`config.mk`:
```
export PLATFORM = sky130hd
export DESIGN_NAME = golden_exec_flat
export DESIGN_NICKNAME = d
export VERILOG_FILES = /design/src/verilog/rv_check_pkg.sv /design/src/verilog/retire_if.sv /design/src/verilog/golden_exec.sv /design/src/flat_wrapper.sv
export VERILOG_INCLUDE_DIRS = /design/src /design/src/verilog
export SDC_FILE = /design/constraint.sdc
export NUM_CORES = 1
export LEC_CHECK = 0
export ABC_AREA = 1
export BUFFER_PORTS_ARGS = -buffer_cell sky130_fd_sc_hd__buf_2
export CAP_MARGIN = 40
export CORE_MARGIN = 2
export CORE_UTILIZATION = 30
export CTS_CLUSTER_DIAMETER = 150
export CTS_CLUSTER_SIZE = 28
export DETAILED_ROUTE_END_ITERATION = 7
export PLACE_DENSITY = 0.6
export SETUP_SLACK_MARGIN = 0.4
export SLEW_MARGIN = 20
export SYNTH_ARGS = -nofsm -noshare
export SYNTH_HDL_FRONTEND = slang
export SYNTH_SLANG_ARGS = --single-unit
```
`constraint.sdc`:
```
create_clock -name clk -period 10.2 [get_ports clk]
set_input_delay 2.04 -clock clk [delete_from_list [all_inputs] [get_ports clk]]
set_output_delay 2.04 -clock clk [all_outputs]
set_load 0.02 [all_outputs]
```
`src/verilog/rv_check_macros.svh`:
```
`ifndef RV_CHECK_MACROS_SVH
`define RV_CHECK_MACROS_SVH

// Data and address width
`define XLEN 32
`define NREGS 32
`define REG_AW 5

// ADDI x0, x0, 0 fills empty stages
`define NOP_INST 32'h0000_0013
`define PC_RESET 32'h0000_0200

// PD, ID, EX, MEM, WB
`define NSTAGES 5

`endif

```
`src/verilog/rv_check_pkg.sv`:
```
`include "rv_check_macros.svh"

package rv_check_pkg;

    // RV32I major opcodes
    typedef enum logic [6:0] {
        OPC_LUI    = 7'b0110111,
        OPC_AUIPC  = 7'b0010111,
        OPC_JAL    = 7'b1101111,
        OPC_JALR   = 7'b1100111,
        OPC_BRANCH = 7'b1100011,
        OPC_LOAD   = 7'b0000011,
        OPC_STORE  = 7'b0100011,
        OPC_OP_IMM = 7'b0010011,
        OPC_OP     = 7'b0110011,
        OPC_FENCE  = 7'b0001111,
        OPC_SYSTEM = 7'b1110011
    } opcode_e;

    typedef struct packed {
        logic [6:0] funct7;
        logic [4:0] rs2;
        logic [4:0] rs1;
        logic [2:0] funct3;
        logic [4:0] rd;
        opcode_e    opcode;
    } r_fmt_t;

    typedef struct packed {
        logic [11:0] imm;
        logic [4:0]  rs1;
        logic [2:0]  funct3;
        logic [4:0]  rd;
        opcode_e     opcode;
    } i_fmt_t;

    typedef struct packed {
        logic [6:0] imm_hi;
        logic [4:0] rs2;
        logic [4:0] rs1;
        logic [2:0] funct3;
        logic [4:0] imm_lo;
        opcode_e    opcode;
    } s_fmt_t;

    typedef struct packed {
        logic       imm12;
        logic [5:0] imm10_5;
        logic [4:0] rs2;
        logic [4:0] rs1;
        logic [2:0] funct3;
        logic [3:0] imm4_1;
        logic       imm11;
        opcode_e    opcode;
    } b_fmt_t;

    typedef struct packed {
        logic [19:0] imm;
        logic [4:0]  rd;
        opcode_e     opcode;
    } u_fmt_t;

    typedef struct packed {
        logic       imm20;
        logic [9:0] imm10_1;
        logic       imm11;
        logic [7:0] imm19_12;
        logic [4:0] rd;
        opcode_e    opcode;
    } j_fmt_t;

    // One fetched word, viewed in every encoding format
    typedef union packed {
        r_fmt_t      r;
        i_fmt_t      i;
        s_fmt_t      s;
        b_fmt_t      b;
        u_fmt_t      u;
        j_fmt_t      j;
        logic [31:0] raw;
    } inst_u;

    typedef struct packed {
        inst_u             inst;
        logic [`XLEN-1:0]  pc;
        logic              valid;  // Clear for a bubble
        logic              legal;
    } slot_t;

    typedef enum logic [2:0] {
        ERR_NONE       = 3'd0,
        ERR_DST        = 3'd1,
        ERR_VALUE      = 3'd2,
        ERR_ADDR       = 3'd3,
        ERR_BRANCH     = 3'd4,
        ERR_ILLEGAL_WE = 3'd5
    } err_code_e;

endpackage

```
`src/verilog/retire_if.sv`:
```
`include "rv_check_macros.svh"

interface retire_if;
    import rv_check_pkg::*;

    slot_t            slot;     // Instruction in the WB slot
    logic             retire;
    logic [`XLEN-1:0] rs1_val;
    logic [`XLEN-1:0] rs2_val;

    modport follower (output slot, output retire);

    // Operand lookup for the retiring slot
    modport regs (input slot, input retire, output rs1_val, output rs2_val);

    modport exec (input slot, input retire, input rs1_val, input rs2_val);

endinterface

```
`src/verilog/golden_exec.sv`:
```
`include "rv_check_macros.svh"

module golden_exec (
    input  logic                    clk,
    input  logic                    rst,
    retire_if.exec                  ret,
    input  logic                    wb_we_i,
    input  logic [`REG_AW-1:0]      wb_dst_i,
    input  logic [`XLEN-1:0]        wb_r_i,
    input  logic [`XLEN-1:0]        mem_adr_i,
    input  logic [`XLEN-1:0]        mem_q_i,
    output logic                    err_o,
    output rv_check_pkg::err_code_e err_code_o
);
    import rv_check_pkg::*;

    inst_u            inst;
    logic             is_xori;
    logic             is_auipc;
    logic             is_lb;
    logic             is_blt;
    logic             has_rd_result;  // XORI, AUIPC or LB
    logic [`XLEN-1:0] imm_i;
    logic [`XLEN-1:0] imm_u;
    logic [`XLEN-1:0] imm_b;
    logic [`XLEN-1:0] lb_addr;
    logic [7:0]       lb_byte;
    logic [`XLEN-1:0] gold_val;
    logic             blt_taken;
    logic [`XLEN-1:0] blt_target;
    err_code_e        code_d;

    logic             blt_pend_q;
    logic [`XLEN-1:0] blt_target_q;

    assign inst = ret.slot.inst;

    assign is_xori  = ret.slot.legal && (inst.i.opcode == OPC_OP_IMM) && (inst.i.funct3 == 3'b100);
    assign is_auipc = ret.slot.legal && (inst.u.opcode == OPC_AUIPC);
    assign is_lb    = ret.slot.legal && (inst.i.opcode == OPC_LOAD) && (inst.i.funct3 == 3'b000);
    assign is_blt   = ret.slot.legal && (inst.b.opcode == OPC_BRANCH) && (inst.b.funct3 == 3'b100);
    assign has_rd_result = is_xori || is_auipc || is_lb;

    // Immediates, sign extended as the ISA defines them
    assign imm_i = {{20{inst.i.imm[11]}}, inst.i.imm};
    assign imm_u = {inst.u.imm, 12'b0};
    assign imm_b = {{19{inst.b.imm12}}, inst.b.imm12, inst.b.imm11,
                    inst.b.imm10_5, inst.b.imm4_1, 1'b0};

    assign lb_addr = ret.rs1_val + imm_i;

    always_comb begin
        case (lb_addr[1:0])  // Little endian byte lanes
            2'd0:    lb_byte = mem_q_i[7:0];
            2'd1:    lb_byte = mem_q_i[15:8];
            2'd2:    lb_byte = mem_q_i[23:16];
            default: lb_byte = mem_q_i[31:24];
        endcase
    end

    always_comb begin
        if (is_lb) begin
            gold_val = {{24{lb_byte[7]}}, lb_byte};
        end else if (is_auipc) begin
            gold_val = ret.slot.pc + imm_u;
        end else begin
            gold_val = ret.rs1_val ^ imm_i;
        end
    end

    assign blt_taken  = $signed(ret.rs1_val) < $signed(ret.rs2_val);
    assign blt_target = blt_taken ? (ret.slot.pc + imm_b) : (ret.slot.pc + 32'd4);

    // First failing check wins
    always_comb begin
        code_d = ERR_NONE;
        if (ret.retire) begin
            if (!ret.slot.legal && wb_we_i) begin
                code_d = ERR_ILLEGAL_WE;
            end else if (has_rd_result && ((wb_dst_i != inst.i.rd) ||
                         (!wb_we_i && (inst.i.rd != '0)))) begin
                code_d = ERR_DST;
            end else if (is_lb && (mem_adr_i != lb_addr)) begin
                code_d = ERR_ADDR;
            end else if (has_rd_result && wb_we_i && (wb_r_i != gold_val)) begin
                code_d = ERR_VALUE;
            end else if (blt_pend_q && (ret.slot.pc != blt_target_q)) begin
                code_d = ERR_BRANCH;
            end
        end
    end

    always_ff @(posedge clk) begin
        if (rst) begin
            err_o      <= 1'b0;
            err_code_o <= ERR_NONE;
            blt_pend_q <= 1'b0;
        end else begin
            err_o      <= (code_d != ERR_NONE);  // One cycle pulse per failing retire
            err_code_o <= code_d;
            if (ret.retire) begin
                blt_pend_q <= is_blt;  // Any valid retire consumes the pending target
            end
        end
    end

    always_ff @(posedge clk) begin
        if (ret.retire && is_blt) begin
            blt_target_q <= blt_target;
        end
    end

endmodule

```
`src/flat_wrapper.sv`:
```
// flat-port wrapper written by rule: the top's interface ports become plain ports
module golden_exec_flat import rv_check_pkg::*;
  (clk, rst, wb_we_i, wb_dst_i, wb_r_i, mem_adr_i, mem_q_i, err_o, err_code_o, ret_slot, ret_retire, ret_rs1_val, ret_rs2_val);
  retire_if ret_i ();
  input  logic clk;
  input  logic rst;
  input  logic wb_we_i;
  input  logic [`REG_AW-1:0] wb_dst_i;
  input  logic [`XLEN-1:0] wb_r_i;
  input  logic [`XLEN-1:0] mem_adr_i;
  input  logic [`XLEN-1:0] mem_q_i;
  output logic err_o;
  output rv_check_pkg::err_code_e err_code_o;
  input wire logic [$bits(ret_i.slot)-1:0] ret_slot;
  input wire logic [$bits(ret_i.retire)-1:0] ret_retire;
  input wire logic [$bits(ret_i.rs1_val)-1:0] ret_rs1_val;
  input wire logic [$bits(ret_i.rs2_val)-1:0] ret_rs2_val;
  assign ret_i.slot = ret_slot;
  assign ret_i.retire = ret_retire;
  assign ret_i.rs1_val = ret_rs1_val;
  assign ret_i.rs2_val = ret_rs2_val;
  golden_exec u_core (.clk(clk), .rst(rst), .ret(ret_i), .wb_we_i(wb_we_i), .wb_dst_i(wb_dst_i), .wb_r_i(wb_r_i), .mem_adr_i(mem_adr_i), .mem_q_i(mem_q_i), .err_o(err_o), .err_code_o(err_code_o));
endmodule
```
==> flow_metrics.py, run 1 <==
metrics = {
    "timing": {
        "fin_crit_sh": 0.523,
        "fin_tns_setup_ns": 0,
        "finalHoldViolCount": 0,
        "layout_min_cycle_time_ns": 5.34,
        "drv_slew": 0,
        "setup_viol_count_final": 0,
        "maxSlewHeadroom": 0.471,
        "rsz0062_at_grt": "false",
        "worst_pin_slew_ns": 0.792,
        "hold_slack_ns": 0.499,
        "skew_ns": 0.0115,
        "timing.fmax_ghz": 0.187,
    },
    "grt": {
        "met2_usage": 0.333,
        "grt.met3_usage": 0.0166,
        "grt_pass1_vias": 10456,
        "grt_max_degree": 53,
        "antenna_found_initial": 3,
        "grt_overflow_total": 0,
        "met1_usage": 0.274,
        "busiest_layer": "met2",
        "grtUsageTotal": 0.200,
        "grt_pass1_wl_mm": 53.7,
    },
    "final_layout": {
        "final_cell_mix": "nand2_1, buf_2, inv_1",
        "drive_gt1_frac": 0.155,
        "syn_to_final_growth_pct": 19.0,
        "n_fill_cell": 3631,
        "layout_commonest_cell": "nand2_1",
        "fin_nets": 2196,
    },
    "synthesis": {
        "ys_seq_elements": 37,
        "synth-edff-count": 32,
        "syn_nets": 1971,
        "synthCells": 1621,
        "synth_top_cell_by_area": "nand2_1",
        "synth_cell_types": 51,
        "yosysWarnings": 0,
        "syn-cell-area_mm2": 0.00990,
        "async_flop_share": 0,
        "yosysTopAreaCellShare": 0.179,
        "synth.area.top_cells": "nand2_1, ha_1, edfxtp_1",
        "syn_area_per_cell_um2": 6.11,
        "synth_seq_area_share": 0.107,
        "ys.flop_type": "edfxtp_1",
    },
    "job": {
        "cap_violations": 0,
    },
    "drt": {
        "drtAntennaViolNets": 0,
        "routed_wl_mm": 35.2,
        "routed-via-count": 11281,
        "drt-initial-drc-count": 782,
        "wl_per_cell_um": 15.4,
        "avgViaCountPerCell": 4.92,
        "drc": 0,
        "drt-pass1-iter-count": 5,
    },
    "worst_setup_path": {
        "crit_family": "simple AND/OR/NAND/NOR gates",
        "cpPeakStageDelay_ns": 0.65,
        "arrival_ns": 5.53,
        "cpMaxStageDelayCell": "fa_1",
        "path_common_cell": "nand2_1",
        "crit_type": "in2reg",
        "worstPathRequired_ns": 10.39,
        "cp-start-kind": "input pin",
        "crit_path_end_kind": "register",
        "cp.buffers_inverters": 2,
        "crit_chain": "buf_2 -> ha_1 -> inv_1 -> fa_1 -> nor2_2 -> nand2_1 -> o21ai_0 -> a31oi_1 -> nand3_2 -> nand3b_1 -> nand2_1 -> nor2_1 -> nand2_1 -> nor2_1 -> nand3_1 -> nand2_1 -> nand2_1 -> o21ai_1 -> nand2_1",
        "path_depth": 19,
        "reg2reg_depth": 8,
        "path_max_fanout": 42,
    },
    "die": {
        "ios": 239,
        "die_h_um": 186,
        "rows": 66,
        "core_area_mm2": 0.0325,
        "die_w_um": 186,
        "initial_core_util": 0.304,
        "die-area_mm2": 0.0345,
    },
    "pwr": {
        "peakVddDrop_mv": 0.0550,
        "powerDensity_mw_per_mm2": 80.7,
        "p_leak_uw": 0.00612,
    },
    "clock_network": {
        "post-cts-setup-buffers": 0,
        "cts_buffer_depth": 2,
        "clk_pin_slew_ns": 0.06,
        "clk_latency_ns": 0.29,
        "cts_sinks": 37,
        "cts_tree": "built",
        "htreeDepth": 2,
        "cts_resized": 0,
        "cts_buffers": 5,
        "cts.hold.buffers_added": 0,
        "root_buffer": "clkbuf_16",
    },
    "min_path": {
        "hold_path_class": "reg2reg",
        "hold_path_depth": 2,
    },
    "placed_design": {
        "hpwlAfterDp_mm": 30.7,
        "place_congestion": 0.933,
        "io_buffers": 237,
    },
    "outcome": {
        "status": "finished clean",
    },
}
## tightest hold or removal path, delay by kind of cell, from the launching register on
| kind | cells | cell delay (ns) |
|---|---|---|
| DFF | 1 | 0.33 |
| and+or+nand+nor | 1 | 0.07 |
| AOI/OAI and AO/OA | 1 | 0.06 |
## cells in the mapped netlist (all sizes together), types with 2 or more instances
cell	n
nor4	6
nand2	475
a211oi	2
clkbuf	14
a21boi	3
ha	112
a221oi	6
o211ai	6
a21o	7
a21oi	124
nand3b	34
nor3	32
dfxtp	5
o21ai	82
clkinv	2
o21a	7
fa	3
a31oi	5
nand3	114
nor2	134
o31ai	2
or2	2
buf	10
xnor2	74
inv	206
edfxtp	32
nand4	27
o21bai	6
xor2	80
## routing by layer
metal,vias up,routed length [um]
li1,5834,-
met2,302,16000
met5,-,0
met1,5095,16400
met3,50,1860
met4,0,921
## kinds of logic (layout without fill, tap and decap cells)
family / Yosys count / count (layout) / share of synthesized area
AND/OR/NAND/NOR: 827 / 827 / 0.375
AO/OA/AOI/OAI: 256 / 256 / 0.144
XOR/XNOR: 154 / 154 / 0.136
other: 0 / 3 / 0
adder cells (fa/ha/maj): 115 / 115 / 0.148
buffers and inverters: 232 / 458 / 0.0901
flip-flops: 37 / 37 / 0.107
## worst paths after layout
path / from / to / slack [ns]
hold / removal: u_core.blt_pend_q$_SDFFE_PP0P_ / u_core.blt_pend_q$_SDFFE_PP0P_ / 0.50
hold reg to reg: u_core.blt_pend_q$_SDFFE_PP0P_ / u_core.blt_pend_q$_SDFFE_PP0P_ / 0.50
setup / recovery: ret_slot[54] / u_core.err_o$_SDFF_PP0_ / 4.86
setup reg to reg: u_core.blt_target_q[10]$_DFFE_PP_ / u_core.err_o$_SDFF_PP0_ / 8.46
## per-stage QoR
stage | setup WS, ns | utilization | cell area [um^2] | total power [uW] | cells
after CTS | 4.80 | 0.361 | 11800 | 948 | 2288
after global placement | 4.54 | 0.355 | 11600 | 731 | 2280
final | 4.86 | 0.362 | 11800 | 951 | 2292
after detailed placement | 4.49 | 0.355 | 11600 | 739 | 2280
after global routing | 4.48 | 0.362 | 11800 | 1030 | 2292
after floorplan | 5.17 | - | 9900 | 566 | 1621
## power by group
part | internal, uW | leakage [uW] | switching, uW | total (uW)
logic | 222 | 0.00571 | 350 | 572
clock network | 141 | 0.0000944 | 65.6 | 207
registers | 172 | 0.000319 | 0.111 | 172
total | 535 | 0.00612 | 416 | 951
## flip-flops by register name, summed over array words and instances (netlist names)
register,flops
u_core.blt_pend_q,1
u_core.blt_target_q,32
u_core.err_code_o,3
u_core.err_o,1
## layout make-up
class | instances | area [um^2] | share of cell area
Multi-Input combinational cell | 1352 | 7950 | 0.675
Timing Repair Buffer | 242 | 1240 | 0.105
Sequential cell | 37 | 1060 | 0.0900
Inverter | 208 | 781 | 0.0662
Tap cell | 442 | 553 | 0.0469
Clock buffer | 5 | 125 | 0.0106
Clock inverter | 3 | 68.8 | 0.00584
Antenna cell | 3 | 7.51 | 0.000637
Note: power is estimated with default switching activity, not from simulation.
==> run 2: changes to the inputs <==
- ABC_AREA: 1 -> 0
- clock period: 10.2 -> 5 ns (I/O delays scaled with it)
==> run 2 against run 1 <==
Die area shrank 2.8%. Total power is 120% higher. Hold slack better by 0.0049 ns. Synthesized cell count fell by 21%. Clock skew is 0.0094 ns lower. Sequential power rose by 100%. Critical endpoint unchanged. Largest cell class unchanged.
==> flow_metrics.py, run 2 <==
metrics = {
    "pwr": {
        "combPwrFrac": 0.677,
        "power_uw": 2050,
        "switching_share": 0.446,
        "p_sw_uw": 915,
        "intPower_uw": 1130,
        "powerDensity_mw_per_mm2": 167,
        "p_leak_uw": 0.00548,
        "peakVddDrop_mv": 0.114,
        "seqPwrFrac": 0.169,
        "clockPowerShare": 0.154,
    },
    "drt": {
        "drt-pass1-iter-count": 5,
        "routed-via-count": 11220,
        "avgViaCountPerCell": 5.57,
        "wl_per_cell_um": 20.1,
        "routed_wl_mm": 40.4,
        "drt-initial-drc-count": 787,
        "drtAntennaViolNets": 0,
        "drc": 0,
    },
    "grt": {
        "grt_overflow_total": 0,
        "grt_pass1_vias": 10741,
        "antenna_found_initial": 5,
        "grt_max_degree": 34,
        "grt_pass1_wl_mm": 60.7,
        "grtUsageTotal": 0.234,
    },
    "clock_network": {
        "clk_latency_ns": 0.29,
        "cts_buffer_depth": 2,
        "cts.hold.buffers_added": 0,
        "cts_buffers": 5,
        "cts_tree": "built",
        "cts_sinks": 37,
        "root_buffer": "clkbuf_16",
        "clk_pin_slew_ns": 0.06,
        "htreeDepth": 2,
    },
    "outcome": {
        "status": "finished clean",
    },
    "synthesis": {
        "ys_seq_elements": 37,
        "synth_cell_types": 88,
        "async_flop_share": 0,
        "syn_nets": 1638,
        "syn-cell-area_mm2": 0.00961,
        "synthCells": 1288,
        "synth_top_cell_by_area": "ha_1",
        "synth-edff-count": 32,
        "ys.flop_type": "edfxtp_1",
        "syn_area_per_cell_um2": 7.46,
        "synth_seq_area_share": 0.110,
        "synth.area.top_cells": "ha_1, edfxtp_1, xnor2_1",
        "yosysWarnings": 0,
        "yosysTopAreaCellShare": 0.146,
        "synth_commonest_cells": "ha_1, nand2_1, o21ai_0",
        "yosysMostFrequentCell": "ha_1",
    },
    "timing": {
        "timing.fmax_ghz": 0.216,
        "skew_ns": 0.00214,
        "layout_min_cycle_time_ns": 4.64,
        "drv_slew": 0,
        "setup_viol_count_final": 0,
        "rsz0062_at_grt": "true",
        "finalHoldViolCount": 0,
        "maxSlewHeadroom": 0.413,
        "worst_pin_slew_ns": 0.880,
        "fin_crit_sh": 0.928,
    },
    "die": {
        "die_h_um": 183,
        "core_area_mm2": 0.0316,
        "ios": 239,
        "initial_core_util": 0.305,
        "die-area_mm2": 0.0335,
        "die_w_um": 183,
        "rows": 65,
    },
    "final_layout": {
        "layout_commonest_cell": "buf_2",
        "final_cell_mix": "buf_2, buf_4, ha_1",
        "largest_reg_flops": 32,
        "largestRegisters": "u_core.blt_target_q x32, u_core.err_code_o x3",
        "largest_register": "u_core.blt_target_q",
        "drive_gt1_frac": 0.252,
        "syn_to_final_growth_pct": 27.9,
        "fin_nets": 1957,
        "fin_area_mm2": 0.0123,
    },
    "worst_setup_path": {
        "cp-start-kind": "input pin",
        "path_max_fanout": 4,
        "arrival_ns": 4.80,
        "crit_type": "in2reg",
        "crit_path_end_kind": "register",
        "worstPathRequired_ns": 5.16,
    },
    "placed_design": {
        "io_buffers": 237,
        "hpwlAfterDp_mm": 35.0,
        "dpl_cell_area_mm2": 0.0120,
        "place_congestion": 0.957,
    },
    "job": {
        "cap_violations": 0,
    },
    "min_path": {
        "hold_path_class": "reg2reg",
    },
}
[run 2: cell count changes in the layout (fill, tap and decap cells not counted), sizes merged, moves of 16 or more]
cell and delta:
nor2 -32, nand3 -67, o21ai +23, nor4 +16, nand2b +17, nor2b +19
buf +117, a21oi -23, o31ai +16, and3 +16, a21o +27, nand3b -34
inv -146, nand2 -363
[run 2: path summary, 6_finish.rpt]
check                                   startpoint                         endpoint  slack [ns]  cells after the start
setup / recovery                    ret_rs1_val[0]          u_core.err_o$_SDFF_PP0_        0.36                     18
hold reg to reg     u_core.blt_pend_q$_SDFFE_PP0P_   u_core.blt_pend_q$_SDFFE_PP0P_        0.50                      2
setup reg to reg  u_core.blt_target_q[1]$_DFFE_PP_  u_core.err_code_o[2]$_SDFF_PP0_        2.97                      6
hold / removal      u_core.blt_pend_q$_SDFFE_PP0P_   u_core.blt_pend_q$_SDFFE_PP0P_        0.50                      2
[run 2: final cells by class]
type                            count  area, um^2
Clock inverter                      2        15.0
Antenna cell                        4        10.0
Clock buffer                        6         129
Multi-Input combinational cell   1142        8180
Tap cell                          402         503
Inverter                           62         245
Sequential cell                    37        1060
Fill cell                        3313       19300
Timing Repair Buffer              359        2150
[run 2: cell families after synthesis]
family	Yosys count	share of synthesized area
flip-flops	37	0.110
AO/OA/AOI/OAI	412	0.283
multiplexers	18	0.0320
XOR/XNOR	162	0.148
buffers and inverters	109	0.0504
adder cells (fa/ha/maj)	115	0.152
AND/OR/NAND/NOR	435	0.225
[run 2: what timing repair did]
item                                    in CTS  in global routing
pin swaps                                   10                  1
endpoints found under the setup margin       4                  8
gates resized for setup                     18                 12
buffers inserted                             3                  1
gates cloned                                 0                  0
[run 2: metrics by stage]
stage / hold slack (ns) / util / setup WS [ns] / instances / TNS, ns
2_1_floorplan: 0.450 / - / 0.507 / 1288 / 0
3_3_place_gp: 0.470 / 0.379 / -0.262 / 1998 / -0.920
3_5_place_dp: 0.482 / 0.379 / -0.221 / 1998 / -0.754
4_1_cts: 0.495 / 0.387 / 0.404 / 2009 / 0
5_1_grt: 0.557 / 0.389 / 0.241 / 2012 / 0
6_report: 0.504 / 0.390 / 0.360 / 2014 / 0
[run 2: critical path: stages]
cell	delay, ns
buf_8	0.08
ha_4	0.12
inv_2	0.04
fa_2	0.58
mux4_2	0.65
buf_12	0.19
clkinv_8	0.04
nand2_4	0.05
nor4_4	0.18
o2111ai_2	0.16
a221o_1	0.29
nor4_2	0.34
nand4_1	0.20
nor4_2	0.18
buf_4	0.16
o211ai_1	0.11
o31ai_4	0.30
a41oi_1	0.14
[run 2: power by group through the flow]
stage	clock (uW)	sequential [uW]	combinational (uW)
detailed placement	0	353	1330
global route	330	346	1510
global placement	0	353	1330
floorplan	0	354	797
finish	316	346	1390
CTS	320	346	1360
[run 2: layer usage]
metal  global-route usage  up-vias  share of wire
met5                    0        -        0.00032
li1                     -     5509              -
met1                0.301     5215           0.43
met4               0.0822        2          0.036
met2                0.402      429           0.47
met3               0.0284       65          0.061
==> run 3: changes to the inputs <==
- CTS_BUF_LIST: default -> sky130_fd_sc_hd__clkbuf_16
- SETUP_SLACK_MARGIN: 0.4 -> 0.05
==> run 3 against run 2 <==
Maximum frequency shrank 0.78%. Final cell count is essentially flat. Die area is the same.
==> flow_metrics.py, run 3 (synthesis results as in run 2) <==
metrics = {
    "drt": {
        "drt-pass1-iter-count": 5,
        "drc": 0,
        "drtAntennaViolNets": 0,
        "routed_wl_mm": 40.3,
        "wl_per_cell_um": 20.0,
        "drt-initial-drc-count": 773,
        "avgViaCountPerCell": 5.58,
        "routed-via-count": 11234,
    },
    "pwr": {
        "intPower_uw": 1120,
        "combPwrFrac": 0.673,
        "clockPowerShare": 0.156,
        "switching_share": 0.448,
        "p_leak_uw": 0.00545,
        "peakVddDrop_mv": 0.113,
        "p_sw_uw": 906,
        "seqPwrFrac": 0.171,
        "powerDensity_mw_per_mm2": 166,
    },
    "die": {
        "ios": 239,
        "initial_core_util": 0.305,
        "die_w_um": 183,
        "core_area_mm2": 0.0316,
        "die-area_mm2": 0.0335,
        "rows": 65,
        "die_h_um": 183,
    },
    "worst_setup_path": {
        "cpMaxStageDelayCell": "mux4_2",
        "crit_chain": "buf_2 -> ha_1 -> inv_1 -> fa_2 -> mux4_2 -> inv_8 -> nand2_4 -> nor4_4 -> o2111ai_1 -> a221o_1 -> nor4_2 -> nand4_1 -> nor4_2 -> buf_4 -> o211ai_1 -> o31ai_4 -> a41oi_1",
        "arrival_ns": 4.83,
        "crit_type": "in2reg",
        "rr_startpoint": "u_core.blt_target_q[1]$_DFFE_PP_",
        "crit_path_start": "ret_slot[54]",
        "path_common_cell": "nor4_2",
        "worstPathRequired_ns": 5.16,
        "cpPeakStageDelay_ns": 0.67,
        "path_max_fanout": 6,
        "cp-start-kind": "input pin",
        "crit_path_end_kind": "register",
    },
    "final_layout": {
        "fin_area_mm2": 0.0122,
        "layout_commonest_cell": "buf_2",
        "fin_nets": 1954,
        "largest_register": "u_core.blt_target_q",
        "final_util": 0.386,
        "n_fill_cell": 3318,
        "regArea_mm2": 0.00106,
        "multi_input_area_mm2": 0.00813,
        "largest_reg_flops": 32,
        "syn_to_final_growth_pct": 26.6,
        "drive_gt1_frac": 0.245,
        "largestRegisters": "u_core.blt_target_q x32, u_core.err_code_o x3",
        "final_cell_mix": "buf_2, buf_4, ha_1",
    },
    "timing": {
        "rsz0062_at_grt": "false",
        "finalHoldViolCount": 0,
        "worst_pin_slew_ns": 0.851,
        "drv_slew": 0,
        "fin_crit_sh": 0.935,
        "skew_ns": 0.00317,
        "layout_min_cycle_time_ns": 4.68,
        "setup_ws_ns": 0.323,
        "setup_viol_count_final": 0,
        "timing.fmax_ghz": 0.214,
        "fin_tns_setup_ns": 0,
        "maxSlewHeadroom": 0.433,
        "hold_slack_ns": 0.504,
    },
    "clock_network": {
        "clk_pin_slew_ns": 0.06,
        "clk_latency_ns": 0.29,
        "htreeDepth": 2,
        "cts_buffers": 5,
        "cts_buffer_depth": 2,
        "cts_sinks": 37,
        "cts.hold.buffers_added": 0,
        "root_buffer": "clkbuf_16",
        "cts_tree": "built",
    },
    "placed_design": {
        "io_buffers": 237,
        "hpwlAfterDp_mm": 35.0,
        "dpl_cell_area_mm2": 0.0120,
        "dp_slack_ns": -0.221,
        "place_congestion": 0.957,
    },
    "grt": {
        "grt_max_degree": 34,
        "grt_overflow_total": 0,
        "antenna_found_initial": 7,
        "grtUsageTotal": 0.233,
        "grt_pass1_vias": 10705,
        "grt_pass1_wl_mm": 60.5,
    },
    "outcome": {
        "status": "finished clean",
    },
    "min_path": {
        "hold_path.startpoint": "u_core.blt_pend_q$_SDFFE_PP0P_",
        "hold_path_class": "reg2reg",
    },
    "job": {
        "cap_violations": 0,
    },
}
[run 3: cell count changes in the layout (fill, tap and decap cells not counted), moves of 2 or more]
| cell | previous run | this run |
|---|---|---|
| buf_6 | 4 | 0 |
| a2111oi_0 | 3 | 5 |
| inv_1 | 60 | 62 |
| buf_8 | 2 | 0 |
| buf_2 | 234 | 236 |
| diode_2 | 4 | 6 |
[run 3: layout make-up]
cell class	count	area share
Antenna cell	6	0.00123
Timing Repair Buffer	356	0.171
Sequential cell	37	0.0872
Multi-Input combinational cell	1142	0.668
Inverter	62	0.0197
Clock buffer	5	0.0103
Tap cell	402	0.0413
Clock inverter	3	0.00154
[run 3: power by group through the flow]
| stage | combinational, uW | clock (uW) | sequential [uW] |
|---|---|---|---|
| floorplan | 797 | 0 | 354 |
| finish | 1360 | 314 | 346 |
| CTS | 1340 | 318 | 346 |
| detailed placement | 1330 | 0 | 353 |
| global placement | 1330 | 0 | 353 |
| global route | 1490 | 328 | 346 |
[run 3: stage by stage]
step / instances / power (uW)
floorplan: 1288 / 1150
global placement: 1998 / 1680
detailed placement: 1998 / 1680
CTS: 2006 / 2000
global route: 2010 / 2160
finish: 2013 / 2020
[run 3: path summary, 6_finish.rpt]
check,end,slack [ns],cells past startpoint
setup reg to reg,u_core.err_code_o[2]$_SDFF_PP0_,2.97,6
hold / removal,u_core.blt_pend_q$_SDFFE_PP0P_,0.50,2
setup / recovery,u_core.err_o$_SDFF_PP0_,0.32,17
hold reg to reg,u_core.blt_pend_q$_SDFFE_PP0P_,0.50,2
[run 3: routing by layer]
| layer | part of all wire | up-vias | track usage |
|---|---|---|---|
| li1 | - | 5495 | - |
| met1 | 0.44 | 5237 | 0.301 |
| met2 | 0.47 | 427 | 0.398 |
| met3 | 0.059 | 71 | 0.0292 |
| met4 | 0.037 | 4 | 0.0864 |
| met5 | 0.00067 | - | 0 |
[run 3: worst max-delay path: cells and delay by family]
| kind | cells | cell delay, ns |
|---|---|---|
| AO/OA/AOI/OAI | 5 | 1.01 |
| adder cells (fa/ha/maj) | 2 | 0.73 |
| buffers and inverters | 4 | 0.41 |
| multiplexers | 1 | 0.67 |
| AND/OR/NAND/NOR | 5 | 0.98 |
[run 3: what timing repair did]
item                                    4_1_cts  5_1_grt
resized for setup                             0        9
endpoints found under the setup margin        0        4
endpoints found under the hold margin         0        0
buffers inserted                              0        1
